## src/source/cpu_pkg.sv

```systemverilog
package cpu_pkg;

    //////////////////////////////////////////////////////////////////////
    // Widths
    //////////////////////////////////////////////////////////////////////

    typedef logic [15:0] word_t;       // Data and instruction word
    typedef logic [2:0]  reg_idx_t;    // r0 to r7
    typedef logic [5:0]  imem_addr_t;  // Program counter width
    typedef logic [7:0]  dmem_addr_t;  // Data address, also sp

    // Opcode field, bits 15:11
    typedef enum logic [4:0] {
        op_nop  = 5'b00000,
        op_hlt  = 5'b00010,
        op_not  = 5'b00100,
        op_ldm  = 5'b00101,
        op_push = 5'b01000,
        op_pop  = 5'b01001,
        op_ldd  = 5'b01010,
        op_std  = 5'b01100,
        op_rti  = 5'b10110,
        op_add  = 5'b11001,
        op_sub  = 5'b11010
    } opcode_t;

    // Execute stage FSM
    typedef enum logic [1:0] {
        x_run,
        x_mem_wait,
        x_irq_push,
        x_halted
    } core_state_t;

    localparam imem_addr_t reset_vector = 6'd32;
    localparam imem_addr_t irq_vector   = 6'd0;
    localparam dmem_addr_t stack_top    = 8'd255;
    localparam int         imem_depth   = 64;
    localparam int         dmem_depth   = 256;

    //////////////////////////////////////////////////////////////////////
    // Instruction fields
    //////////////////////////////////////////////////////////////////////

    function automatic opcode_t f_opcode(word_t ir);
        return opcode_t'(ir[15:11]);  // Unknown codes fall to NOP in decode
    endfunction

    function automatic reg_idx_t f_rs(word_t ir);
        return ir[10:8];
    endfunction

    function automatic reg_idx_t f_rd(word_t ir);
        return ir[7:5];
    endfunction

endpackage

```

## src/source/reg_file.sv

```systemverilog
`timescale 1ns/1ps

module reg_file import cpu_pkg::*; (
    input  logic     clk,
    input  logic     reset,
    input  reg_idx_t rs_idx,
    input  reg_idx_t rt_idx,
    output word_t    rs_data,
    output word_t    rt_data,
    input  logic     wr_en,
    input  reg_idx_t wr_idx,
    input  word_t    wr_data,
    input  reg_idx_t dbg_idx,
    output word_t    dbg_data
);

    word_t regs [8];

    always_ff @(posedge clk) begin
        if (reset) begin
            for (int i = 0; i < 8; i++) begin
                regs[i] <= '0;
            end
        end else if (wr_en) begin
            regs[wr_idx] <= wr_data;
        end
    end

    // Write in flight wins over the stored value
    function automatic word_t read_port(reg_idx_t idx, logic we, reg_idx_t widx,
                                        word_t wdata, word_t stored);
        return (we && widx == idx) ? wdata : stored;
    endfunction

    // Decode ports and debug port all see the same-cycle write
    always_comb begin
        rs_data  = read_port(rs_idx, wr_en, wr_idx, wr_data, regs[rs_idx]);
        rt_data  = read_port(rt_idx, wr_en, wr_idx, wr_data, regs[rt_idx]);
        dbg_data = read_port(dbg_idx, wr_en, wr_idx, wr_data, regs[dbg_idx]);
    end

endmodule

```

## config.mk

```make
export PLATFORM = sky130hd
export DESIGN_NAME = reg_file
export DESIGN_NICKNAME = d
export VERILOG_FILES = /design/src/source/cpu_pkg.sv /design/src/source/reg_file.sv
export SDC_FILE = /design/constraint.sdc
export NUM_CORES = 1
export LEC_CHECK = 0
export BUFFER_PORTS_ARGS = -buffer_cell sky130_fd_sc_hd__buf_2
export CORE_UTILIZATION = 40
export CTS_CLUSTER_SIZE = 8
export DETAILED_ROUTE_END_ITERATION = 8
export GPL_TIMING_DRIVEN = 0
export SETUP_SLACK_MARGIN = 0.2
export SLEW_MARGIN = 20
export SYNTH_ARGS = -nofsm -noshare
export SYNTH_HDL_FRONTEND = slang
export SYNTH_SLANG_ARGS = --single-unit
```

## constraint.sdc

```tcl
create_clock -name clk -period 4.8 [get_ports clk]
set_input_delay 0.96 -clock clk [delete_from_list [all_inputs] [get_ports clk]]
set_output_delay 0.96 -clock clk [all_outputs]
set_load 0.01 [all_outputs]
```

==> metrics.md <==
| Metric | Value |
|---|---|
| Number of diodes | `0` |
| Cts repair resizes | `0` |
| RSZ-0062 raised after global routing | `false` |
| Via density | `6.032` |
| Global route hottest layer | `met2` |
| Die Y | `151.4 um` |
| First-pass GRT wire length | `37340 um` |
| I/O pin count | `79` |
| Syn nets | `571` |
| Biggest regs | `regs: 128 flops` |
| MaxCap Viol Count | `0` |
| Final period util | `86.63%` |
| Largest net degree at the start of global routing | `17` |
| Syn-to-layout area delta | `14.00%` |
| Post-DP HPWL | `16700 um` |
| Leading area contributor after synthesis | `edfxtp_1` |
| Detailed Route WL | `26210 um` |
| HP Start | `wr_data[7]` |
| Met2 usage | `40.48%` |
| Synth Cell Area | `8930 um^2` |
| Worst slew pin tran | `1012 ps` |
| Minimum period implied by the final worst setup slack | `4158 ps` |
| Share of cells above drive strength 1 | `38.81%` |
| I/O Buffers | `67` |
| Post-route cell area | `10180 um^2` |
| Post-CTS Setup Bufs | `0` |
| CP Max Fanout | `10` |
| Power Density | `317.6 nW/um^2` |
| Hold Path Class | `in -> reg` |
| Final nets | `657` |
| Clock slew at reported path FFs | `60 ps` |
| Vias in the first global route | `5683` |
| CTS sink count | `128` |
| Final Max Tran Viols | `0` |
| Ranking of synthesized cells by area | `edfxtp_1 (43%), mux4_1 (21%), and2_1 (9.0%)` |
| Primary FF master, synth | `edfxtp_1` |
| Worst Setup SP | `rs_idx[1]` |
| Crit. End Element | `primary output` |
| Avg Inst Size Synth | `16.54 um^2` |
| Vias | `5543` |
| Yosys cell types | `23` |
| Sequential share of the synthesized area | `43.04%` |
| # H-tree levels | `4` |
| Final setup violation count | `0` |
| Fraction of registers with async set/reset | `0%` |
| P_leak | `3.905 nW` |
| Drt pass-1 iters | `5` |
| Worst EP required | `3840 ps` |
| Die Wd | `151.4 um` |
| CTS tree | `yes` |
| Aggregate global-route resource usage | `24.15%` |
| Initial core utilization | `40.92%` |
| Flops & latches, synth | `128` |
| Cts bufs inserted | `17` |
| GPL Wtd Cong | `0.8283` |
| Post-DP Area | `9615 um^2` |
| Hold Fails Final Rpt | `0` |
| Fmax | `0.2405 GHz` |
| CP Class | `in -> out` |
| Die area | `22930 um^2` |
| Status | `completed` |
| GR Util met3 | `3.795%` |
| Post-Syn Instances | `540` |
| GR Util met1 | `29.59%` |
| Maximum VDD drop | `0.0002804 V` |
| CP Data Arrival Time | `3200 ps` |
| Initial antenna violation count | `0` |
| Site row count | `54` |
| Post-CTS Hold Buffers | `0` |
| Flip-flop count of the largest register after layout | `128` |
| Routed Antenna Nets | `0` |
| Synthesis Warnings | `0` |
| Clock Path Buffers | `2` |
| First DRT Iteration DRCs | `572` |
| Root Buffer | `clkbuf_16` |
| Largest Register | `regs` |
| Critical Path Start Type | `input pin` |
| Core area | `21820 um^2` |
| Top cell type's share of synthesized area | `43.04%` |
| Total overflow reported by the global router | `0` |
| Final TNS setup | `0 ps` |
| Slew HR | `32.53%` |
| Post-synth EDFFs | `128` |
| # DRC | `0` |
| WL/cell | `28.52 um` |
per-layer routing:
metal  part of all wire, %  up-vias
li1                      -     2363
met1                    39     2822
met2                    50      283
met3                   6.2       75
met4                   4.3        0
met5                     0        -
through the flow:
step	hold WS, ps	setup slack, ps	total power [W]	cells	util, %
after floorplan	1385	1486	0.001794	540	-
after global placement	1586	694.5	0.001993	887	44.06
after detailed placement	1602	671.9	0.002008	887	44.06
after CTS	1149	668.1	0.003237	919	46.62
after global routing	1181	616.9	0.003319	919	46.65
final	1150	641.7	0.003233	919	46.65
cells by family after synthesis:
family	Yosys count	synth area share, %
buf+inv	59	4.512
flops	128	43.04
simple gates	152	10.66
mux	192	40.90
xor+xnor	9	0.8828
placed cells by master, fill, tap and decap left out, types with 2 or more instances in the layout:
| cell | instances |
|---|---|
| inv_6 | 4 |
| nand4_2 | 2 |
| edfxtp_1 | 128 |
| buf_6 | 5 |
| buf_2 | 70 |
| clkinv_2 | 3 |
| mux2_2 | 59 |
| xnor2_1 | 9 |
| clkbuf_1 | 41 |
| nand2b_1 | 2 |
| clkinvlp_4 | 4 |
| clkbuf_16 | 17 |
| or2_2 | 8 |
| and2_1 | 128 |
| mux4_2 | 24 |
| nor2_1 | 6 |
| buf_8 | 2 |
| nor3_2 | 2 |
| mux2_4 | 37 |
| mux4_1 | 72 |
| buf_12 | 7 |
final cells by class:
cell class | count | area, um^2
Multi-Input combinational cell | 353 | 4688
Buffer | 59 | 402.9
Tap cell | 280 | 350.3
Timing Repair Buffer | 67 | 335.3
Sequential cell | 128 | 3844
Clock buffer | 17 | 425.4
Fill cell | 1865 | 11640
Clock inverter | 15 | 133.9
worst max-delay path, cell delays in order:
cell	delay, ps
clkbuf_1	330
clkbuf_1	780
mux4_1	420
mux2_2	300
mux2_4	250
buf_2	140
final timing paths:
kind / end / slack [ps] / depth (start not counted)
worst max-delay path: rs_data[4] / 640 / 6
worst min-delay path: regs[2][7] / 1150 / 3
power by group:
part           internal [W]  switching [W]  total (W)
sequential          0.00130      0.0000476    0.00135
clock              0.000716       0.000530    0.00125
combinational      0.000343       0.000292   0.000635
synthesized netlist by cell type, drive strengths merged, types with 2 or more instances:
| cell type | count |
|---|---|
| buf | 18 |
| nor3 | 2 |
| or2 | 8 |
| edfxtp | 128 |
| mux2 | 96 |
| xnor2 | 9 |
| and2 | 128 |
| nor2 | 6 |
| nand2b | 2 |
| mux4 | 96 |
| clkbuf | 41 |
| nand4 | 3 |
No activity file was read; power rests on OpenSTA's default activity.
