`src/source/cpu_pkg.sv`:
```
package cpu_pkg;

    //////////////////////////////////////////////////////////////////////
    // Widths
    //////////////////////////////////////////////////////////////////////

    typedef logic [15:0] word_t;       // Data and instruction word
    typedef logic [2:0]  reg_idx_t;    // r0 to r7
    typedef logic [5:0]  imem_addr_t;  // Program counter width
    typedef logic [7:0]  dmem_addr_t;  // Data address, also sp

    // Opcode field, bits 15:11
    typedef enum logic [4:0] {
        op_nop  = 5'b00000,
        op_hlt  = 5'b00010,
        op_not  = 5'b00100,
        op_ldm  = 5'b00101,
        op_push = 5'b01000,
        op_pop  = 5'b01001,
        op_ldd  = 5'b01010,
        op_std  = 5'b01100,
        op_rti  = 5'b10110,
        op_add  = 5'b11001,
        op_sub  = 5'b11010
    } opcode_t;

    // Execute stage FSM
    typedef enum logic [1:0] {
        x_run,
        x_mem_wait,
        x_irq_push,
        x_halted
    } core_state_t;

    localparam imem_addr_t reset_vector = 6'd32;
    localparam imem_addr_t irq_vector   = 6'd0;
    localparam dmem_addr_t stack_top    = 8'd255;
    localparam int         imem_depth   = 64;
    localparam int         dmem_depth   = 256;

    //////////////////////////////////////////////////////////////////////
    // Instruction fields
    //////////////////////////////////////////////////////////////////////

    function automatic opcode_t f_opcode(word_t ir);
        return opcode_t'(ir[15:11]);  // Unknown codes fall to NOP in decode
    endfunction

    function automatic reg_idx_t f_rs(word_t ir);
        return ir[10:8];
    endfunction

    function automatic reg_idx_t f_rd(word_t ir);
        return ir[7:5];
    endfunction

endpackage

```
`src/source/instr_mem.sv`:
```
`timescale 1ns/1ps

module instr_mem import cpu_pkg::*; (
    input  logic        clk,
    input  logic        rst_fm,
    input  logic        write_enable_fm,
    input  logic [31:0] write_addr_fm,
    input  word_t       write_data_fm,
    input  imem_addr_t  fetch_addr,
    output word_t       fetch_data
);

    word_t      mem [imem_depth];
    imem_addr_t load_addr;

    // Only the low bits of the load address reach the array
    assign load_addr = write_addr_fm[$bits(imem_addr_t)-1:0];

    //////////////////////////////////////////////////////////////////////
    // Load port
    //////////////////////////////////////////////////////////////////////

    always_ff @(posedge clk) begin
        if (rst_fm) begin
            for (int i = 0; i < imem_depth; i++) begin
                mem[i] <= '0;  // All NOP
            end
        end else if (write_enable_fm) begin
            mem[load_addr] <= write_data_fm;
        end
    end

    //////////////////////////////////////////////////////////////////////
    // Fetch
    //////////////////////////////////////////////////////////////////////

    // Asynchronous read so the PC and the word line up in one cycle
    assign fetch_data = mem[fetch_addr];

endmodule

```
`config.mk`:
```
export PLATFORM = sky130hd
export DESIGN_NAME = instr_mem
export DESIGN_NICKNAME = d
export VERILOG_FILES = /design/src/source/cpu_pkg.sv /design/src/source/instr_mem.sv
export SDC_FILE = /design/constraint.sdc
export NUM_CORES = 1
export LEC_CHECK = 0
export ABC_CLOCK_PERIOD_IN_PS = 1800
export BUFFER_PORTS_ARGS = -buffer_cell sky130_fd_sc_hd__buf_2
export CORE_AREA = 2 2 346 348
export CTS_CLUSTER_SIZE = 12
export DETAILED_ROUTE_END_ITERATION = 10
export DIE_AREA = 0 0 348 350
export PLACE_DENSITY = 0.66
export SETUP_SLACK_MARGIN = 0.1
export SLEW_MARGIN = 20
export SYNTH_ARGS = -nofsm -noshare
export SYNTH_HDL_FRONTEND = slang
export SYNTH_SLANG_ARGS = --single-unit
```
`constraint.sdc`:
```
create_clock -name clk -period 1.8 [get_ports clk]
set_input_delay 0.09 -clock clk [delete_from_list [all_inputs] [get_ports clk]]
set_output_delay 0.09 -clock clk [all_outputs]
set_load 0.1 [all_outputs]
```
==> results of run 1 <==
-- power by group --
part | leakage, nW | internal, W | switching [W]
clock network | 1.52 | 0.0112 | 0.00906
registers | 9.73 | 0.0274 | 0.000361
logic | 8.84 | 0.00260 | 0.00327
-- worst max path at each step --
stage / start / endpoint / slack, ns
5_1_grt: mem[0][1] / fetch_data[1] / -1.08
4_1_cts: mem[0][1] / fetch_data[1] / -1.07
3_5_place_dp: fetch_addr[0] / fetch_data[8] / -0.93
2_1_floorplan: fetch_addr[0] / fetch_data[10] / -0.30
6_report: mem[0][1] / fetch_data[1] / -1.04
3_3_place_gp: fetch_addr[0] / fetch_data[8] / -0.93
-- metrics by stage --
stage / instances / cell area (sq um)
4_1_cts: 4923 / 56600
3_3_place_gp: 4744 / 53100
3_5_place_dp: 4744 / 53100
2_1_floorplan: 2991 / 47300
5_1_grt: 4922 / 56700
6_report: 4922 / 56700
-- final cells by class --
class	count	area, sq um
Fill cell	9660	61100
Sequential cell	1024	30700
Clock buffer	133	2780
Inverter	2	7.51
Timing Repair Buffer	494	5460
Clock inverter	45	328
Multi-Input combinational cell	1688	15400
Tap cell	1536	1920
-- cell families (layout without fill, tap and decap cells) --
family / Yosys count / in the layout / share of synthesized area [%]
muxes: 311 / 311 / 13.9
and+or+nand+nor: 1248 / 1248 / 16.0
DFF: 1024 / 1024 / 65.6
AOI/OAI and AO/OA: 129 / 129 / 1.81
buffers and inverters: 279 / 674 / 2.61
-- cells in the final DEF, fill, tap and decap left out, types with 6 or more instances in the layout --
cell       netlist  final
buf_4           21    311
buf_6            8     15
nor2b_1         17     17
clkinv_2         0     14
o21ai_2          0     11
o21ai_0         20      9
mux4_2         271    271
clkinv_1         0     24
nor2_4           0      6
clkbuf_1       199     26
o31ai_4          0     15
buf_12           0    139
o21ai_1         16     11
a21oi_1         19     14
buf_2           28     25
o221ai_2         0      9
a211oi_1        23     19
or2_2           63     63
and2_1        1024   1024
edfxtp_1      1024   1024
clkbuf_16        0    107
mux2i_2          0      6
mux2i_1         35     29
nand2_1         40     39
nor2_1          82     73
o22ai_1          8      6
-- cells in the mapped netlist --
library cell	count	area (sq um)
nor2_1	82	308
clkbuf_1	199	747
inv_1	1	3.75
o22ai_1	8	50.1
or2_1	1	6.26
edfxtp_1	1024	30700
o32ai_1	2	17.5
nand4_1	1	6.26
and2_1	1024	6410
o2111ai_1	1	8.76
or3_1	1	6.26
a31oi_1	5	31.3
nand2_1	40	150
buf_2	28	140
nand3_1	4	20.0
mux2i_1	35	350
o32a_1	1	10.0
o21ai_0	20	100
nor2b_1	17	106
o21ai_1	16	80.1
o31ai_1	16	120
a32o_1	4	40.0
a211oi_1	23	173
nor3b_1	2	15.0
buf_6	8	90.1
nor3_2	2	20.0
a21oi_1	19	95.1
mux2_2	5	56.3
nor3_1	1	5.00
o221ai_1	13	114
mux4_2	271	6100
or2_2	63	394
buf_1	21	78.8
nor4b_1	1	8.76
buf_4	21	158
nand3b_1	4	30.0
nand2b_1	5	31.3
inv_2	1	3.75
o211ai_1	1	7.51
-- per-layer routing --
metal,global-route usage [%],share of wire [%],up-vias
met4,6.44,2.8,4
met1,29.5,42,13800
met5,0,0.017,-
met3,3.07,7.7,165
met2,33.0,47,1029
li1,-,-,11600
-- what timing repair did --
item,4_1_cts,5_1_grt
gates resized for setup,93,32
hold endpoints to repair,25,0
setup endpoints to repair,16,16
pin swaps,12,16
hold buffers,2,0
==> out/metrics.cfg, run 1 <==
[synth]
avgSynthCellArea_sq_um = 15.7
ys_seq_area_share_pct = 65.6
post_synth_num_cell_types = 39
cells_after_synth = 2991
yosysWarningCount = 0
synth.net_count = 3048
synth_area_sq_um = 46800
synth-seq-cells = 1024

[setup_path]
critical_path_peak_fanout = 1
worstSetupEndpointType = primary output
path_depth = 6
critPathTopFamily = multiplexers
ordered_cell_list_for_the_critical_path = mux4_2 > mux4_2 > o21ai_4 > buf_6 > o31ai_4 > buf_12
worst-endpoint-required_ns = 1.71
setup.worst_path.start_class = register
slowest_stage = mux4_2
cp.arrival_ns = 2.75
crit_type = reg -> out
critical_path.n_buffers_inverters = 2
cpMostUsedCell = mux4_2
slowest_delay_ns = 0.54

[floorplan]
die_y_um = 350
core_area_sq_um = 118000
floorplan.die_area_sq_um = 122000
placement_rows = 126
initial_cell_density_of_the_core_pct = 39.8
die_width_um = 348
i_o_pin_count = 73

[timing]
timing_worst_slew_pin_value_ns = 0.896
hold_viol = 0
maxClockFrequency_mhz = 352
setup_violations = 16
min_period_over_period_pct = 158
fin_worst_hold_slack_ns = 0.0204
fin_crit_ns = 2.84
timing_max_transition_violations_final = 0
slew_headroom_pct = 40.2
fin_ws_ns = -1.04
timing.setup.tns_ns = -14.37
grt_setup_unrepaired = yes

[cells_and_area]
largest_register_ff_count = 1024
largestRegisters = mem (1024)
drive_above_1_share_pct = 30.7
n_antenna_cell = 0
finalCoreUtilization_pct = 48.1
nets_final = 3372
largest-register = mem
area_growth_pct = 21.0

[clock_network]
clk_transition_reported_paths_ns = 0.06
cts.htree.levels = 3
tritoncts_clock_tree = yes
cts.repair_timing.setup_buffer_count = 0
cts_buffers = 105
cts_sinks = 1024
clockBufferDepth = 3
cts-root-buf = clkbuf_16

[worst_hold_path]
hold_class = in -> reg
hold_depth = 2
timing.hold.worst.start = write_data_fm[0]
min_to = mem[32][0]

[power_and_ir_drop]
peakVddDrop_v = 0.000867
power.total_w = 0.0539
powerDensity_nw_per_um2 = 952
p_leak_nw = 20.1

[detailed_routing]
drt_drc_violations_left = 0
postRouteWirelength_um = 126000
dr.first_iter.drc_count = 2788
routed_wire_length_per_instance_um = 25.5
route.vias.total = 26600
number_of_detailed_routing_iterations_run_before_antenna_repair = 5
antenna_violating_nets_post_route = 0
routed_via_density = 5.40

[global_route]
antenna_found_initial = 6
globalRouteOverflowTotal = 0
via_count_of_the_first_global_routing_pass = 26800
grt_first_pass_wirelength_um = 185000
grt_util_all_layers_pct = 20.7
grt_max_degree = 65

[run_status]
run_status = complete, but fails checks
violations = setup timing

[job]
maxCapViolations = 0

[placement]
port_buffers = 46
detailedPlace.worstSlack_ns = -0.929
gpl.final_weighted_congestion = 0.856
hpwl_um = 83100

Power figures use the tool's default switching activity.
==> run 2: changes to the inputs <==
Settings changed: ABC_CLOCK_PERIOD_IN_PS 1800 to 3520, CORE_AREA 2 2 346 348 to 2 2 266 268, DIE_AREA 0 0 348 350 to 0 0 268 270, PLACE_DENSITY 0.66 to 0.94.
Clock period 1.8 ns to 3.52 ns, I/O delays scaled along.
==> run 2 against run 1 <==
Effect of this change:
- clock power fell by 52%
- the flow now finishes without violations
- clock-buffer cell count fell by 12
- sequential cell count did not move
- worst hold slack improved by 0.12 ns
- cell count fell by 19%
==> out/metrics.cfg, run 2 (same netlist as run 1, synthesis figures left out) <==
[clock_network]
clockBufferDepth = 3
cts-root-buf = clkbuf_16
tritoncts_clock_tree = yes
clk_transition_reported_paths_ns = 0.06
cts_buffers = 100
cts.htree.levels = 3
cts_sinks = 1024
cts.repair_timing.setup_buffer_count = 0

[cells_and_area]
area.sequential_sq_um = 30700
area_growth_pct = 8.82
drive_above_1_share_pct = 21.0
largestRegisters = mem (1024)
largest_register_ff_count = 1024
filler_cell_count = 3545
largest-register = mem
nets_final = 3038
most-common-layout-cells = and2_1, edfxtp_1, mux4_2
multi_input_area_sq_um = 15000
finish.cell_count_without_fillers = 3967

[detailed_routing]
drt_drc_violations_left = 0
routed_via_density = 7.07
postRouteWirelength_um = 126000
dr.first_iter.drc_count = 4816
routed_wire_length_per_instance_um = 31.7
route.vias.total = 28000
number_of_detailed_routing_iterations_run_before_antenna_repair = 8
antenna_violating_nets_post_route = 0

[timing]
timing.setup.tns_ns = 0
fin_crit_ns = 3.32
setup_violations = 0
timing_max_transition_violations_final = 0
hold_viol = 0
maxClockFrequency_mhz = 301
timing_worst_slew_pin_value_ns = 1.19
grt_setup_unrepaired = no
slew_headroom_pct = 20.8
fin_worst_hold_slack_ns = 0.140
min_period_over_period_pct = 94.3

[floorplan]
placement_rows = 97
i_o_pin_count = 73
die_width_um = 268
initial_cell_density_of_the_core_pct = 67.4
core_area_sq_um = 69500
die_y_um = 270
floorplan.die_area_sq_um = 72400

[global_route]
antenna_found_initial = 12
grt_first_pass_wirelength_um = 186000
grt_util_all_layers_pct = 35.6
globalRouteOverflowTotal = 0
via_count_of_the_first_global_routing_pass = 28500
grt_max_degree = 65

[worst_hold_path]
hold_class = in -> reg
timing.hold.worst.start = write_data_fm[1]

[setup_path]
worstSetupEndpointType = primary output
worst-endpoint-required_ns = 3.34
critical_path_peak_fanout = 1
cp.arrival_ns = 3.14
setup.worst_path.start_class = register
crit_type = reg -> out
crit_start = mem[18][11]

[run_status]
run_status = finished clean

[placement]
placed_cells_incl_taps = 3819
gpl.final_weighted_congestion = 0.884
port_buffers = 46
hpwl_um = 74100

[power_and_ir_drop]
peakVddDrop_v = 0.000365
powerDensity_nw_per_um2 = 513
p_leak_nw = 17.7

[job]
maxCapViolations = 0

[run 2: cell count changes in the layout (fill, tap and decap cells not counted), sizes merged]
cell / previous run / this run
buf: 492 / 165
clkinv: 40 / 21
clkbuf: 133 / 121
bufinv: 3 / 0
dlygate4sd3: 2 / 0
inv: 4 / 6
clkinvlp: 0 / 1
diode: 0 / 1
[run 2: power by group]
group	internal [W]	leakage, nW	switching [W]
clock	0.00520	1.35	0.00445
combinational	0.000768	6.58	0.00151
sequential	0.0140	9.73	0.000214
[run 2: cell type report]
type                    count  share of cell area, %
clock buffers             121                   5.15
repair buffers            165                   2.59
diodes                      1                0.00491
inverters                   2                 0.0147
well taps                 940                   2.31
multi-input cells        1688                   29.3
flip-flops and latches   1024                   60.3
clock inverters            26                  0.272
[run 2: worst max-delay path, stage by stage, from the launching register on]
cell and delay (ns):
edfxtp_1 0.34, mux4_2 0.28, mux2i_1 0.13, a211oi_1 0.60, o21ai_1 0.42, o31ai_2 0.21
buf_2 0.50
[run 2: worst paths after layout]
path	endpoint	slack (ns)	cells after the start
worst max-delay path	fetch_data[11]	0.20	6
worst min-delay path	mem[51][1]	0.14	2
[run 2: stage by stage]
| stage | cell area [sq um] | total power [W] | worst slack, ns | util, % |
|---|---|---|---|---|
| finish | 51000 | 0.0262 | 0.200 | 73.3 |
| global route | 51000 | 0.0266 | 0.156 | 73.3 |
| CTS | 50900 | 0.0260 | 0.199 | 73.3 |
| detailed placement | 48200 | 0.0166 | 0.288 | 69.3 |
| global placement | 48200 | 0.0165 | 0.320 | 69.3 |
| floorplan | 46900 | 0.0158 | 0.603 | - |
[run 2: repair_timing]
item,4_1_cts,5_1_grt
setup endpoints to repair,0,3
resized for setup,0,3
hold buffers,0,0
endpoints found under the hold margin,0,0
[run 2: metal layers]
| layer | track usage, % | vias up | routed length [um] |
|---|---|---|---|
| met5 | 0 | - | 86 |
| met1 | 46.1 | 13800 | 39200 |
| met2 | 55.1 | 2767 | 59800 |
| li1 | - | 10900 | - |
| met4 | 18.6 | 14 | 7990 |
| met3 | 10.6 | 584 | 18800 |
