## src/source/cpu_pkg.sv

```systemverilog
package cpu_pkg;

    //////////////////////////////////////////////////////////////////////
    // Widths
    //////////////////////////////////////////////////////////////////////

    typedef logic [15:0] word_t;       // Data and instruction word
    typedef logic [2:0]  reg_idx_t;    // r0 to r7
    typedef logic [5:0]  imem_addr_t;  // Program counter width
    typedef logic [7:0]  dmem_addr_t;  // Data address, also sp

    // Opcode field, bits 15:11
    typedef enum logic [4:0] {
        op_nop  = 5'b00000,
        op_hlt  = 5'b00010,
        op_not  = 5'b00100,
        op_ldm  = 5'b00101,
        op_push = 5'b01000,
        op_pop  = 5'b01001,
        op_ldd  = 5'b01010,
        op_std  = 5'b01100,
        op_rti  = 5'b10110,
        op_add  = 5'b11001,
        op_sub  = 5'b11010
    } opcode_t;

    // Execute stage FSM
    typedef enum logic [1:0] {
        x_run,
        x_mem_wait,
        x_irq_push,
        x_halted
    } core_state_t;

    localparam imem_addr_t reset_vector = 6'd32;
    localparam imem_addr_t irq_vector   = 6'd0;
    localparam dmem_addr_t stack_top    = 8'd255;
    localparam int         imem_depth   = 64;
    localparam int         dmem_depth   = 256;

    //////////////////////////////////////////////////////////////////////
    // Instruction fields
    //////////////////////////////////////////////////////////////////////

    function automatic opcode_t f_opcode(word_t ir);
        return opcode_t'(ir[15:11]);  // Unknown codes fall to NOP in decode
    endfunction

    function automatic reg_idx_t f_rs(word_t ir);
        return ir[10:8];
    endfunction

    function automatic reg_idx_t f_rd(word_t ir);
        return ir[7:5];
    endfunction

endpackage

```

## src/source/data_bus_if.sv

```systemverilog
`timescale 1ns/1ps

// Wishbone classic, core to data memory
interface data_bus_if import cpu_pkg::*; ();

    logic       cyc;
    logic       stb;
    logic       we;
    dmem_addr_t adr;
    word_t      dat_w;
    word_t      dat_r;
    logic       ack;

    modport master (
        output cyc,
        output stb,
        output we,
        output adr,
        output dat_w,
        input  dat_r,
        input  ack
    );

    modport slave (
        input  cyc,
        input  stb,
        input  we,
        input  adr,
        input  dat_w,
        output dat_r,
        output ack
    );

endinterface

```

## src/source/pipe_core.sv

```systemverilog
`timescale 1ns/1ps

module pipe_core import cpu_pkg::*; (
    input  logic        clk,
    input  logic        reset,
    output imem_addr_t  fetch_addr,
    input  word_t       fetch_data,
    output reg_idx_t    rs_idx,
    output reg_idx_t    rt_idx,
    input  word_t       rs_data,
    input  word_t       rt_data,
    output logic        wr_en,
    output reg_idx_t    wr_idx,
    output word_t       wr_data,
    data_bus_if.master  bus,
    input  logic        interrupt,
    output word_t       instruction
);

    core_state_t state, state_next;
    imem_addr_t  pc;
    dmem_addr_t  sp;
    logic        irq_pending;
    logic        in_isr;        // No nesting

    // Fetch/decode register
    logic        fd_valid;
    word_t       fd_ir;
    imem_addr_t  fd_pc;

    // Decode/execute register
    logic        de_valid;
    word_t       de_ir;
    word_t       de_rs_val;
    word_t       de_rd_val;

    opcode_t     de_op;
    word_t       alu_out;
    logic        alu_writes;
    logic        is_mem;
    logic        retire;        // Execute finishes its instruction
    logic        take_irq;
    logic        rti_done;
    logic        push_done;
    logic        advance;       // Fetch and decode move on
    logic        flush;
    logic        bus_req;
    logic        bus_we;
    dmem_addr_t  bus_adr;
    word_t       bus_dat;

    assign fetch_addr  = pc;
    assign rs_idx      = f_rs(fd_ir);
    assign rt_idx      = f_rd(fd_ir);  // rd doubles as second source
    assign wr_idx      = f_rd(de_ir);
    assign de_op       = f_opcode(de_ir);
    assign instruction = de_valid ? de_ir : '0;

    //////////////////////////////////////////////////////////////////////
    // Decode of the execute word and ALU
    //////////////////////////////////////////////////////////////////////

    always_comb begin
        alu_out    = de_rd_val;
        alu_writes = 1'b1;
        case (de_op)
            op_ldm:  alu_out = {11'd0, de_ir[4:0]};
            op_not:  alu_out = ~de_rs_val;
            op_add:  alu_out = de_rd_val + de_rs_val;
            op_sub:  alu_out = de_rd_val - de_rs_val;
            default: alu_writes = 1'b0;
        endcase
    end

    assign is_mem = de_op inside {op_push, op_pop, op_ldd, op_std, op_rti};

    //////////////////////////////////////////////////////////////////////
    // Execute FSM
    //////////////////////////////////////////////////////////////////////

    always_comb begin
        state_next = state;
        retire     = 1'b0;
        bus_req    = 1'b0;
        wr_en      = 1'b0;
        wr_data    = alu_out;
        case (state)
            x_run: begin
                if (de_valid) begin
                    if (is_mem) begin
                        bus_req    = 1'b1;  // Strobe goes out at once
                        state_next = x_mem_wait;
                    end else if (de_op == op_hlt) begin
                        state_next = x_halted;
                    end else begin
                        retire = 1'b1;
                        wr_en  = alu_writes;
                    end
                end
            end
            x_mem_wait: begin
                bus_req = 1'b1;
                if (bus.ack) begin
                    retire     = 1'b1;
                    wr_en      = (de_op == op_pop) || (de_op == op_ldd);
                    wr_data    = bus.dat_r;
                    state_next = x_run;
                end
            end
            x_irq_push: begin
                bus_req = 1'b1;
                if (bus.ack) begin
                    state_next = x_run;
                end
            end
            default: ;  // Halted until reset
        endcase

        rti_done  = retire && (de_op == op_rti);
        take_irq  = retire && irq_pending && !rti_done;
        push_done = (state == x_irq_push) && bus.ack;
        if (take_irq) begin
            state_next = x_irq_push;
        end
    end

    assign flush   = take_irq || rti_done;
    assign advance = ((state == x_run) && !de_valid) || (retire && !flush);

    //////////////////////////////////////////////////////////////////////
    // Bus master
    //////////////////////////////////////////////////////////////////////

    always_comb begin
        bus_we  = 1'b0;
        bus_adr = sp;
        bus_dat = de_rs_val;
        if (state == x_irq_push) begin
            bus_we  = 1'b1;
            bus_dat = {10'd0, pc};  // Return address
        end else begin
            case (de_op)
                op_push: bus_we = 1'b1;
                op_pop, op_rti: bus_adr = sp + 8'd1;
                op_ldd: bus_adr = de_rs_val[7:0];
                op_std: begin
                    bus_we  = 1'b1;
                    bus_adr = de_rd_val[7:0];
                end
                default: ;
            endcase
        end
    end

    assign bus.cyc   = bus_req;
    assign bus.stb   = bus_req;
    assign bus.we    = bus_we;
    assign bus.adr   = bus_adr;
    assign bus.dat_w = bus_dat;

    //////////////////////////////////////////////////////////////////////
    // Control registers
    //////////////////////////////////////////////////////////////////////

    always_ff @(posedge clk) begin
        if (reset) begin
            state       <= x_run;
            pc          <= reset_vector;
            sp          <= stack_top;
            fd_valid    <= 1'b0;
            de_valid    <= 1'b0;
            irq_pending <= 1'b0;
            in_isr      <= 1'b0;
        end else begin
            state <= state_next;

            if (push_done) begin
                pc <= irq_vector;
            end else if (rti_done) begin
                pc <= bus.dat_r[5:0];
            end else if (take_irq) begin
                pc <= fd_valid ? fd_pc : pc;  // Oldest flushed instruction
            end else if (advance) begin
                pc <= pc + 6'd1;
            end

            if (push_done || (retire && de_op == op_push)) begin
                sp <= sp - 8'd1;
            end else if (retire && (de_op == op_pop || rti_done)) begin
                sp <= sp + 8'd1;
            end

            if (flush) begin
                fd_valid <= 1'b0;
                de_valid <= 1'b0;
            end else if (advance) begin
                fd_valid <= 1'b1;
                de_valid <= fd_valid;
            end

            if (take_irq) begin
                irq_pending <= 1'b0;
            end else if (interrupt && !in_isr && state != x_halted) begin
                irq_pending <= 1'b1;
            end

            if (take_irq) begin
                in_isr <= 1'b1;
            end else if (rti_done) begin
                in_isr <= 1'b0;
            end
        end
    end

    // Pipeline payload
    always_ff @(posedge clk) begin
        if (advance) begin
            fd_ir     <= fetch_data;
            fd_pc     <= pc;
            de_ir     <= fd_ir;
            de_rs_val <= rs_data;
            de_rd_val <= rt_data;
        end
    end

endmodule

```

## src/flat_wrapper.sv

```systemverilog
// flat-port wrapper written by rule: the top's interface ports become plain ports
module pipe_core_flat import cpu_pkg::*;
  (clk, reset, fetch_addr, fetch_data, rs_idx, rt_idx, rs_data, rt_data, wr_en, wr_idx, wr_data, interrupt, instruction, bus_cyc, bus_stb, bus_we, bus_adr, bus_dat_w, bus_dat_r, bus_ack);
  data_bus_if bus_i ();
  input  logic clk;
  input  logic reset;
  output imem_addr_t fetch_addr;
  input  word_t fetch_data;
  output reg_idx_t rs_idx;
  output reg_idx_t rt_idx;
  input  word_t rs_data;
  input  word_t rt_data;
  output logic wr_en;
  output reg_idx_t wr_idx;
  output word_t wr_data;
  input  logic interrupt;
  output word_t instruction;
  output wire logic [$bits(bus_i.cyc)-1:0] bus_cyc;
  output wire logic [$bits(bus_i.stb)-1:0] bus_stb;
  output wire logic [$bits(bus_i.we)-1:0] bus_we;
  output wire logic [$bits(bus_i.adr)-1:0] bus_adr;
  output wire logic [$bits(bus_i.dat_w)-1:0] bus_dat_w;
  input wire logic [$bits(bus_i.dat_r)-1:0] bus_dat_r;
  input wire logic [$bits(bus_i.ack)-1:0] bus_ack;
  assign bus_cyc = bus_i.cyc;
  assign bus_stb = bus_i.stb;
  assign bus_we = bus_i.we;
  assign bus_adr = bus_i.adr;
  assign bus_dat_w = bus_i.dat_w;
  assign bus_i.dat_r = bus_dat_r;
  assign bus_i.ack = bus_ack;
  pipe_core u_core (.clk(clk), .reset(reset), .fetch_addr(fetch_addr), .fetch_data(fetch_data), .rs_idx(rs_idx), .rt_idx(rt_idx), .rs_data(rs_data), .rt_data(rt_data), .wr_en(wr_en), .wr_idx(wr_idx), .wr_data(wr_data), .bus(bus_i), .interrupt(interrupt), .instruction(instruction));
endmodule
```

## config.mk

```make
export PLATFORM = sky130hd
export DESIGN_NAME = pipe_core_flat
export DESIGN_NICKNAME = d
export VERILOG_FILES = /design/src/source/cpu_pkg.sv /design/src/source/data_bus_if.sv /design/src/source/pipe_core.sv /design/src/flat_wrapper.sv
export SDC_FILE = /design/constraint.sdc
export NUM_CORES = 1
export LEC_CHECK = 0
export BUFFER_PORTS_ARGS = -buffer_cell sky130_fd_sc_hd__buf_2
export CELL_PAD_IN_SITES_DETAIL_PLACEMENT = 0
export CELL_PAD_IN_SITES_GLOBAL_PLACEMENT = 1
export CORE_MARGIN = 2
export CORE_UTILIZATION = 35
export DETAILED_ROUTE_END_ITERATION = 8
export GPL_ROUTABILITY_DRIVEN = 1
export MAX_ROUTING_LAYER = met4
export PLACE_DENSITY_LB_ADDON = 0.1
export SYNTH_ARGS = -nofsm -noshare
export SYNTH_HDL_FRONTEND = slang
export SYNTH_SLANG_ARGS = --single-unit
```

## constraint.sdc

```tcl
create_clock -name clk -period 5.3 [get_ports clk]
set_input_delay 1.06 -clock clk [delete_from_list [all_inputs] [get_ports clk]]
set_output_delay 1.06 -clock clk [all_outputs]
set_load 0.005 [all_outputs]
```

==> results of run 1 <==
[report_power, final]
group	internal [uW]	switching, uW
registers	1260	365
clock network	379	311
logic	1270	1720
total	2910	2400
[timing repair]
| action | CTS | global route |
|---|---|---|
| endpoints found under the hold margin | 0 | 0 |
| hold buffers | 0 | 0 |
| resized for setup | 0 | 2 |
| setup endpoints to repair | 0 | 6 |
[worst reg2reg max path, stage by stage (launching register included)]
cell and delay [ns]:
dfxtp_1 0.80, nand3_2 0.19, o21a_2 0.35, or3_1 0.43, o21ai_4 0.41, buf_4 0.53
[per-stage QoR]
stage                TNS, ns  area (sq um)  hold slack, ns  setup slack [ns]
detailed placement         0          6490           0.405             0.645
global placement           0          6490           0.402             0.693
floorplan                  0          5650           0.400             0.801
CTS                        0          6810           0.422             0.235
finish                     0          6820           0.422             0.389
global route        -0.00218          6820           0.431          -0.00218
[cells in the final DEF, fill, tap and decap left out, types with 4 or more instances in the layout]
| cell | Yosys | routed |
|---|---|---|
| buf_2 | 7 | 142 |
| o31ai_1 | 6 | 6 |
| ha_1 | 23 | 23 |
| a22o_1 | 4 | 4 |
| o21ai_0 | 44 | 44 |
| nor2b_1 | 14 | 13 |
| o211ai_1 | 7 | 7 |
| a21o_1 | 7 | 7 |
| and2_1 | 20 | 20 |
| inv_1 | 15 | 15 |
| a21oi_1 | 32 | 32 |
| o21bai_1 | 6 | 6 |
| xnor2_1 | 18 | 18 |
| edfxtp_1 | 70 | 70 |
| nand2b_1 | 11 | 11 |
| nand3_1 | 18 | 18 |
| buf_4 | 10 | 6 |
| a221oi_1 | 13 | 13 |
| mux2_2 | 4 | 4 |
| a22oi_1 | 5 | 5 |
| dfxtp_1 | 20 | 20 |
| xor2_1 | 19 | 19 |
| nor3_1 | 18 | 18 |
| nor2_1 | 45 | 45 |
| nand2_1 | 37 | 37 |
| o21a_1 | 4 | 4 |
| clkbuf_16 | 0 | 9 |
| o22ai_1 | 4 | 4 |
| and3_1 | 10 | 10 |
[metal layers]
| metal | vias up | track usage (%) |
|---|---|---|
| met2 | 159 | 31.0 |
| li1 | 2401 | - |
| met4 | 0 | 5.74 |
| met1 | 2355 | 27.0 |
| met5 | - | - |
| met3 | 22 | 4.67 |
[Yosys cell counts, types with 13 or more instances]
cell      number
nand2_1       37
dfxtp_1       20
inv_1         15
a21oi_1       32
and2_1        20
edfxtp_1      70
o21ai_0       44
clkbuf_1      21
nand3_1       18
nor3_1        18
nor2b_1       14
xor2_1        19
a221oi_1      13
ha_1          23
xnor2_1       18
nor2_1        45
[cells by family (layout without fill, tap and decap cells)]
group,after synthesis,after routing,synth area share (%)
multiplexers,5,5,0.974
XOR/XNOR,37,37,5.73
adder cells (fa/ha/maj),25,25,5.62
other,0,1,0
AO/OA/AOI/OAI,177,177,21.4
AND/OR/NAND/NOR,193,193,17.4
flip-flops,90,90,44.3
buffers and inverters,55,179,4.60
[sequential cells by signal (all words and copies together), names as in the netlist, 2 cells and up]
register,cells
u_core.fd_ir,16
u_core.de_ir,16
u_core.de_rs_val,16
u_core.de_rd_val,16
u_core.fd_pc,6
u_core.fetch_addr,6
u_core.sp,8
u_core.state,2
[cell type report]
type	count	share of cell area, %
antenna	1	0.0367
clock buffer	9	3.30
clock inverter	7	1.36
inverter	15	0.826
multi-input combinational	437	42.7
sequential	90	36.7
tap	216	3.96
timing repair buffer	148	11.1
[final timing paths]
kind	startpoint	to	slack (ns)
worst max register to register	u_core.de_valid	u_core.de_rd_val[7]	2.23
worst max-delay path	u_core.de_ir[13]	wr_data[14]	0.39
worst min-delay path	u_core.fd_ir[0]	u_core.de_ir[0]	0.42
worst min register to register	u_core.fd_ir[0]	u_core.de_ir[0]	0.42
==> metrics.txt, run 1 <==
die outline area=17200 sq um; overall overflow remaining after global route=0; Layout area overhead=20.6%; total vias in the final route=4937; Max-slew headroom=27.7%; utilization after layout=43.1%; path class of the lowest-slack min-delay path=flop to flop; met3 wire length=943 microns; global-route wire length before repair=26600 microns; residual DRC count=0; Detailed Routing Iterations Pass 1=4; number of synthesized register bits=90; initial standard-cell utilization of the core=35.7%; Post-CTS Setup Inserts=0; critical path's top delay family=compound AO/OA/AOI/OAI gates; endpoint kind of the worst setup timing path=output port; Boundary Pins=143; layout cell share with drive strength beyond 1=26.5%; number of nets with antenna violations after routing=0; clock buffers created by TritonCTS=9; power density over cell area=778 nW/um^2; combined flip-flop and latch cell area=2500 sq um; fillers=1622; library cell with the largest summed area after synthesis=edfxtp_1; Reg clk slew, reported paths=0.07 ns; number of flops mapped to enable cells by yosys=70; cell types with the largest area share after synthesis=edfxtp_1, dfxtp_1, ha_1; half-perimeter wire length after placement=12600 microns; Hold Path Stages=0; min cycle time layout=4.91 ns; sequence of cells on the critical path=nor2b_2 -> nand3_1 -> buf_4 -> nor2_1 -> a21oi_1 -> fa_1 -> a211oi_1 -> o21ai_0 -> a21oi_1 -> o41ai_1 -> xor2_1 -> a221oi_1 -> nor2_1 -> buf_2; Buffers & Inverters on Critical Path=2; Data required, critical path=4.24 ns; maximum clock path buffer count=2; worst supply voltage drop on vdd=0.000404 V; Max Fclk=204 MHz; global routing usage summed across all routing layers=20.2%; number of standard cells in the layout, taps in and fillers out=923; Most used DFF post-synth=edfxtp_1; nets@finish=793; met2 wire length=7890 microns; Max H-tree Level=3; count of routing violations after the opening detailed-route iteration=481; count of final setup violators=0; distinct cell type count of the synthesized netlist=72; root cell of the clock tree=clkbuf_16; placement row count=46; post-synthesis cell area=5650 sq um; sequential cell area fraction in the yosys report=44.3%; slew at the pin with the worst max-slew slack=1.08 ns; maximum number of pins on one net before global-route repair=42; routed length per placed instance=18.5 microns; category of the critical setup timing path=flop to output port; total power of the final layout=5310 uW; total number of yosys warnings=0; Max FO, Critical Path=15; top metal layer carrying routed signals=met4; critical path startpoint category=flop; number of instances in the synthesized netlist=582; number of port buffers=142; post-placement cell count=906; post-synth top area share=37.2%; area taken by multi-input logic gates=2910 sq um; insertion delay of the later-clocked pin in the worst-skew pair=0.35 ns; asr flop ratio synth=0%; Max-cap violations=0; Critical-path top delay cell=edfxtp_1; placeable core area=15800 sq um; horizontal extent of the die=131 microns; die outline height=131 microns; Pleak=0.00284 uW; slowest cell delay on critical path=0.52 ns; portion of the clock cycle consumed by the worst path in the final layout=92.7%; Total Routed Length=17100 microns; routed vias/inst=5.35; number of global-route vias before repair=4844; Met1 Wirelength=7860 microns; total number of cells along the worst setup path=14; Hold Vio Cnt, Final=0; post-synthesis net count=674; arrival time of data at the critical path endpoint=3.85 ns; final setup skew=0.00616 ns; number of cells on the worst reg-to-reg path=5; gpl congestion=0.890; antenna violations before repair=1; outcome=completed; CTS tree=done; Sinks on Clock Net=90; final max-slew violation count=0; average instance area after synthesis=9.72 sq um
(Power assumes the default switching activity.)
==> run 2, diff against run 1 <==
clock period = 5.5 ns   (was 5.3 ns; I/O delays follow)
==> metrics.txt, run 2 (same netlist as run 1, synthesis figures left out) <==
Post-CTS Setup Inserts=0 (unchanged); Hold Vio Cnt, Final=0 (unchanged); Layout area overhead=20.2%; count of final setup violators=0 (unchanged); final max-slew violation count=0 (unchanged); portion of the clock cycle consumed by the worst path in the final layout=93.1%; launching point of the worst reg2reg path=u_core.state[1]; horizontal extent of the die=131 microns (unchanged); number of global-route vias before repair=4791 (-1.1%); Hold Path Stages=0 (unchanged); PostCTS Resize Cnt=0 (unchanged); Sinks on Clock Net=90 (unchanged); Boundary Pins=143 (unchanged); Register-to-Register Setup Slack=2.48 ns (+0.25 ns); Buffers & Inverters on Critical Path=1 (-1); total vias in the final route=4898 (-0.79%); Max Fclk=195 MHz; critical path startpoint category=flop; number of cells on the worst reg-to-reg path=7 (+2); nets@finish=792 (-0.13%); category of the critical setup timing path=flop to output port; routed vias/inst=5.32 (-0.57%); root cell of the clock tree=clkbuf_16; number of nets with antenna violations after routing=0 (unchanged); worst supply voltage drop on vdd=0.000438 V (+8.4%); global-route layer with the greatest usage=met2; hold bufs inserted after CTS=0 (unchanged); gpl congestion=0.882 (-0.91%); maximum number of pins on one net before global-route repair=48 (+14%); Max-slew headroom=35.2% (+7.5 points); residual DRC count=0 (unchanged); sequence of cells on the critical path=nor2b_2 -> nand3_1 -> a21oi_1 -> ha_1 -> nor2b_1 -> o31ai_1 -> a211oi_1 -> a311oi_2 -> o21ai_0 -> xnor2_1 -> o21ai_0 -> buf_2; combined flip-flop and latch cell area=2500 sq um (unchanged); Reg clk slew, reported paths=0.07 ns (about the same); worst-case hold path end point=u_core.de_ir[11]; Pleak=0.00283 uW (-0.37%); summed negative setup slack over all endpoints=0 ns (unchanged); Data required, critical path=4.40 ns (+0.16 ns); count of antenna diodes in the layout=0 (-1); number of port buffers=142 (unchanged); slowest cell delay on critical path=0.51 ns (about the same); critical path's top delay family=compound AO/OA/AOI/OAI gates; global-route track usage on met2=30.4% (-0.61 points); routed length per placed instance=17.9 microns (-3.3%); global-route track usage on met3=4.09% (-0.58 points); Total Routed Length=16500 microns (-3.5%); half-perimeter wire length after placement=12300 microns (-2.8%); power density over cell area=746 nW/um^2 (-4.2%); die outline height=131 microns (unchanged); leading cell types in the layout, fill and taps excluded=buf_2, edfxtp_1, nor2_1; CTS tree=done; Max FO, Critical Path=9 (-6); path class of the lowest-slack min-delay path=flop to flop; Max H-tree Level=3 (unchanged); min cycle time layout=5.12 ns; die outline area=17200 sq um (unchanged); WHS=0.416 ns (-0.00602 ns); fillers=1599 (-1.4%); insertion delay of the later-clocked pin in the worst-skew pair=0.35 ns (about the same); global-route wire length before repair=26200 microns (-1.5%); slew at the pin with the worst max-slew slack=0.969 ns (-0.112 ns); placeable core area=15800 sq um (unchanged); arrival time of data at the critical path endpoint=4.02 ns (+0.17 ns); endpoint kind of the worst setup timing path=output port; met1 Usage GRT=26.6% (-0.39 points); Detailed Routing Iterations Pass 1=5 (+1); outcome=completed; Critical-path top delay cell=edfxtp_1; final setup skew=0.00764 ns (+0.00148 ns); initial standard-cell utilization of the core=35.7% (unchanged); RR Endpoint=u_core.de_rd_val[14]; clock buffers created by TritonCTS=9 (unchanged); Worst Min Path Start=u_core.fd_ir[11]; unrepaired setup endpoints after global routing=false; most common cell after layout, fill and taps aside=buf_2; antenna violations before repair=0 (-1); global routing usage summed across all routing layers=19.9% (-0.34 points); layout cell share with drive strength beyond 1=26.1% (-0.39 points); count of routing violations after the opening detailed-route iteration=311 (-35%); most frequent cell on the critical path=o21ai_0; overall overflow remaining after global route=0 (unchanged); Max-cap violations=0 (unchanged); area taken by multi-input logic gates=2910 sq um (-0.21%); placement row count=46 (unchanged); maximum clock path buffer count=2 (unchanged)
[run 2: cell count changes in the layout (fill, tap and decap cells not counted)]
cell / delta
nor4_2: -1
nor4_1: +1
buf_4: -2
inv_6: -2
clkinv_8: -1
buf_12: +1
diode_2: -1
clkbuf_1: +1
clkinv_4: +1
clkinvlp_4: +1
[run 2: worst max path at each step]
stage,depth (start not counted),start,slack (ns),endpoint
finish,12,u_core.de_ir[13],0.38,wr_data[15]
global route,12,u_core.de_ir[13],0.07,wr_data[15]
CTS,12,u_core.de_ir[13],0.19,wr_data[15]
detailed placement,12,u_core.de_ir[13],0.60,wr_data[15]
global placement,12,u_core.de_ir[13],0.69,wr_data[15]
floorplan,5,bus_ack,0.96,u_core.de_ir[0]
[run 2: layer usage]
| layer | wire, microns | vias to the layer above | part of all wire [%] |
|---|---|---|---|
| met1 | 7680 | 2330 | 47 |
| met3 | 865 | 19 | 5.3 |
| li1 | - | 2391 | - |
| met2 | 7580 | 158 | 46 |
| met5 | 0 | - | 0 |
| met4 | 336 | 0 | 2.0 |
[run 2: layout make-up]
cell class | instances | share of cell area (%)
clock buffer | 10 | 3.37
tap | 216 | 3.97
timing repair buffer | 147 | 11.2
multi-input combinational | 437 | 42.7
inverter | 15 | 0.828
clock inverter | 6 | 1.10
sequential | 90 | 36.8
[run 2: worst reg2reg max path: stages (launching register included)]
cell and delay, ns:
dfxtp_1 0.33, inv_1 0.10, ha_1 0.19, nand2_1 0.47, o21a_2 0.43, or3_1 0.44
o21ai_4 0.37, buf_12 0.34
[run 2: stage by stage]
stage          total power, uW  setup WS (ns)  util, %  cell area (sq um)  std cells
5_1_grt                   5510         0.0705     43.0               6800        921
6_report                  5070          0.377     43.0               6800        921
4_1_cts                   5110          0.190     42.9               6800        921
3_3_place_gp              4450          0.693     41.0               6490        905
2_1_floorplan             3550          0.961        -               5650        582
3_5_place_dp              4450          0.604     41.0               6490        905
[run 2: power by group]
group          switching [uW]  internal, uW  total [uW]
logic                    1640          1230        2870
registers                 353          1210        1570
clock network             274           359         633
total                    2270          2800        5070
==> run 3, diff against run 2 <==
CAP_MARGIN = 20   (was not set)
CORE_MARGIN = 1   (was 2)
clock period = 5.6 ns   (was 5.5 ns; I/O delays follow)
==> metrics.txt, run 3 (same netlist as run 1, synthesis figures left out) <==
placeable core area=15800 sq um (unchanged); Pleak=0.00283 uW (+0.13%); Max Fclk=197 MHz; number of standard cells in the layout, taps in and fillers out=923 (+0.22%); category of the critical setup timing path=flop to output port; placement row count=46 (unchanged); gpl congestion=0.889 (+0.78%); power density over cell area=736 nW/um^2 (-1.4%); setup slack after layout=0.522 ns (+0.145 ns); initial standard-cell utilization of the core=35.7% (unchanged); Critical-path top delay cell=edfxtp_1; count of final setup violators=0 (unchanged); antenna violations before repair=0 (unchanged); die outline area=16700 sq um (-3.0%); die outline height=129 microns (-1.5%); Int Power=2760 uW (-1.4%); Detailed Routing Iterations Pass 1=5 (unchanged); maximum clock path buffer count=2 (unchanged); global-route track usage on met3=4.05% (-0.043 points); critical path startpoint category=flop; portion of the clock cycle consumed by the worst path in the final layout=90.7%; count of routing violations after the opening detailed-route iteration=335 (+7.7%); Reg clk slew, reported paths=0.07 ns (about the same); worst supply voltage drop on vdd=0.000387 V (-12%); Layout area overhead=20.4%; area taken by multi-input logic gates=2910 sq um (unchanged); count of antenna diodes in the layout=0 (unchanged); Psw=2250 uW (-1.0%); layout cell share with drive strength beyond 1=26.3% (+0.21 points); fillers=1578 (-1.3%); leading cell types in the layout, fill and taps excluded=buf_2, edfxtp_1, nor2_1; global routing usage summed across all routing layers=21.5% (+1.6 points); combinational share of power=57.3% (+0.6 points); switch share=44.9% (+0.11 points); Max H-tree Level=3 (unchanged); Data required, critical path=4.48 ns (+0.08 ns); outcome=completed; total power of the final layout=5010 uW (-1.2%); global-route track usage on met2=32.8% (+2.4 points); Max FO, Critical Path=9 (unchanged); Total Routed Length=16900 microns (+2.7%); insertion delay of the later-clocked pin in the worst-skew pair=0.35 ns (about the same); slew at the pin with the worst max-slew slack=0.964 ns (-0.00495 ns); Buffers & Inverters on Critical Path=1 (unchanged); worst setup slack after placement=0.695 ns (+0.0917 ns); Max-cap violations=0 (unchanged); endpoint kind of the worst setup timing path=output port; half-perimeter wire length after placement=12600 microns (+2.2%); sequence of cells on the critical path=nor2b_2 -> nand3_1 -> a21oi_1 -> ha_1 -> nor2b_1 -> o31ai_1 -> a211oi_1 -> a311oi_2 -> o21ai_0 -> xnor2_1 -> o21ai_0 -> buf_2; Clock power frac=12.1% (-0.4 points); arrival time of data at the critical path endpoint=3.96 ns (-0.06 ns); Hold Vio Cnt, Final=0 (unchanged); number of port buffers=142 (unchanged); routed vias/inst=5.32 (about the same); sequential group share of total power=30.6% (-0.3 points); root cell of the clock tree=clkbuf_16; post-placement cell count=907 (+0.22%); horizontal extent of the die=129 microns (-1.5%); met1 Usage GRT=29.5% (+2.9 points); most common cell after layout, fill and taps aside=buf_2; critical path's top delay family=compound AO/OA/AOI/OAI gates; summed negative setup slack over all endpoints=0 ns (unchanged); residual DRC count=0 (unchanged); global-route wire length before repair=26200 microns (about the same); final setup skew=0.00606 ns (-0.00159 ns); maximum number of pins on one net before global-route repair=39 (-19%); Sinks on Clock Net=90 (unchanged); number of nets with antenna violations after routing=0 (unchanged); path class of the lowest-slack min-delay path=flop to flop; CTS tree=done; combined flip-flop and latch cell area=2500 sq um (unchanged); slowest cell delay on critical path=0.51 ns (about the same); routed length per placed instance=18.3 microns (+2.5%); Boundary Pins=143 (unchanged); number of global-route vias before repair=4660 (-2.7%); min cycle time layout=5.08 ns; global-route layer with the greatest usage=met2; total vias in the final route=4909 (+0.22%); nets@finish=795 (+0.38%); final max-slew violation count=0 (unchanged); overall overflow remaining after global route=0 (unchanged); Max-slew headroom=35.7% (+0.57 points); hold bufs inserted after CTS=0 (unchanged); most frequent cell on the critical path=o21ai_0; unrepaired setup endpoints after global routing=false; clock buffers created by TritonCTS=9 (unchanged)
[run 3: power groups by stage]
stage	Sequential (uW)	Clock (uW)	Combinational (uW)
6_report	1530	606	2870
5_1_grt	1580	648	3210
4_1_cts	1540	629	2850
3_5_place_dp	1550	0	2830
3_3_place_gp	1540	0	2840
2_1_floorplan	1410	0	2070
[run 3: final cells by class]
cell class | count | area share (%)
Multi-Input combinational cell | 437 | 42.7
Sequential cell | 90 | 36.8
Timing Repair Buffer | 150 | 11.5
Tap cell | 216 | 3.97
Clock buffer | 9 | 3.31
Clock inverter | 6 | 0.974
Inverter | 15 | 0.827
[run 3: worst paths after layout]
path	slack, ns	endpoint	startpoint	depth (start not counted)
worst max-delay path	0.52	wr_data[15]	u_core.de_ir[13]	12
worst min-delay path	0.42	u_core.de_ir[15]	u_core.fd_ir[15]	0
worst max register to register	2.88	u_core.fd_ir[11]	u_core.state[1]	8
worst min register to register	0.42	u_core.de_ir[15]	u_core.fd_ir[15]	0
[run 3: routing by layer]
metal  vias up  wire (microns)
met5         -               0
met1      2329            8130
met2       158            7740
met4         0             180
li1       2408               -
met3        14             842
[run 3: what timing repair did]
item,in CTS,in global routing
setup endpoints to repair,0,3
setup buffers,0,0
resized for setup,0,1
[run 3: per-stage QoR]
step | instance area [sq um] | hold WS, ns | utilization, %
detailed placement | 6490 | 0.405 | 41.0
global route | 6810 | 0.420 | 43.0
global placement | 6490 | 0.401 | 41.0
finish | 6810 | 0.417 | 43.0
floorplan | 5650 | 0.400 | -
CTS | 6790 | 0.415 | 42.9
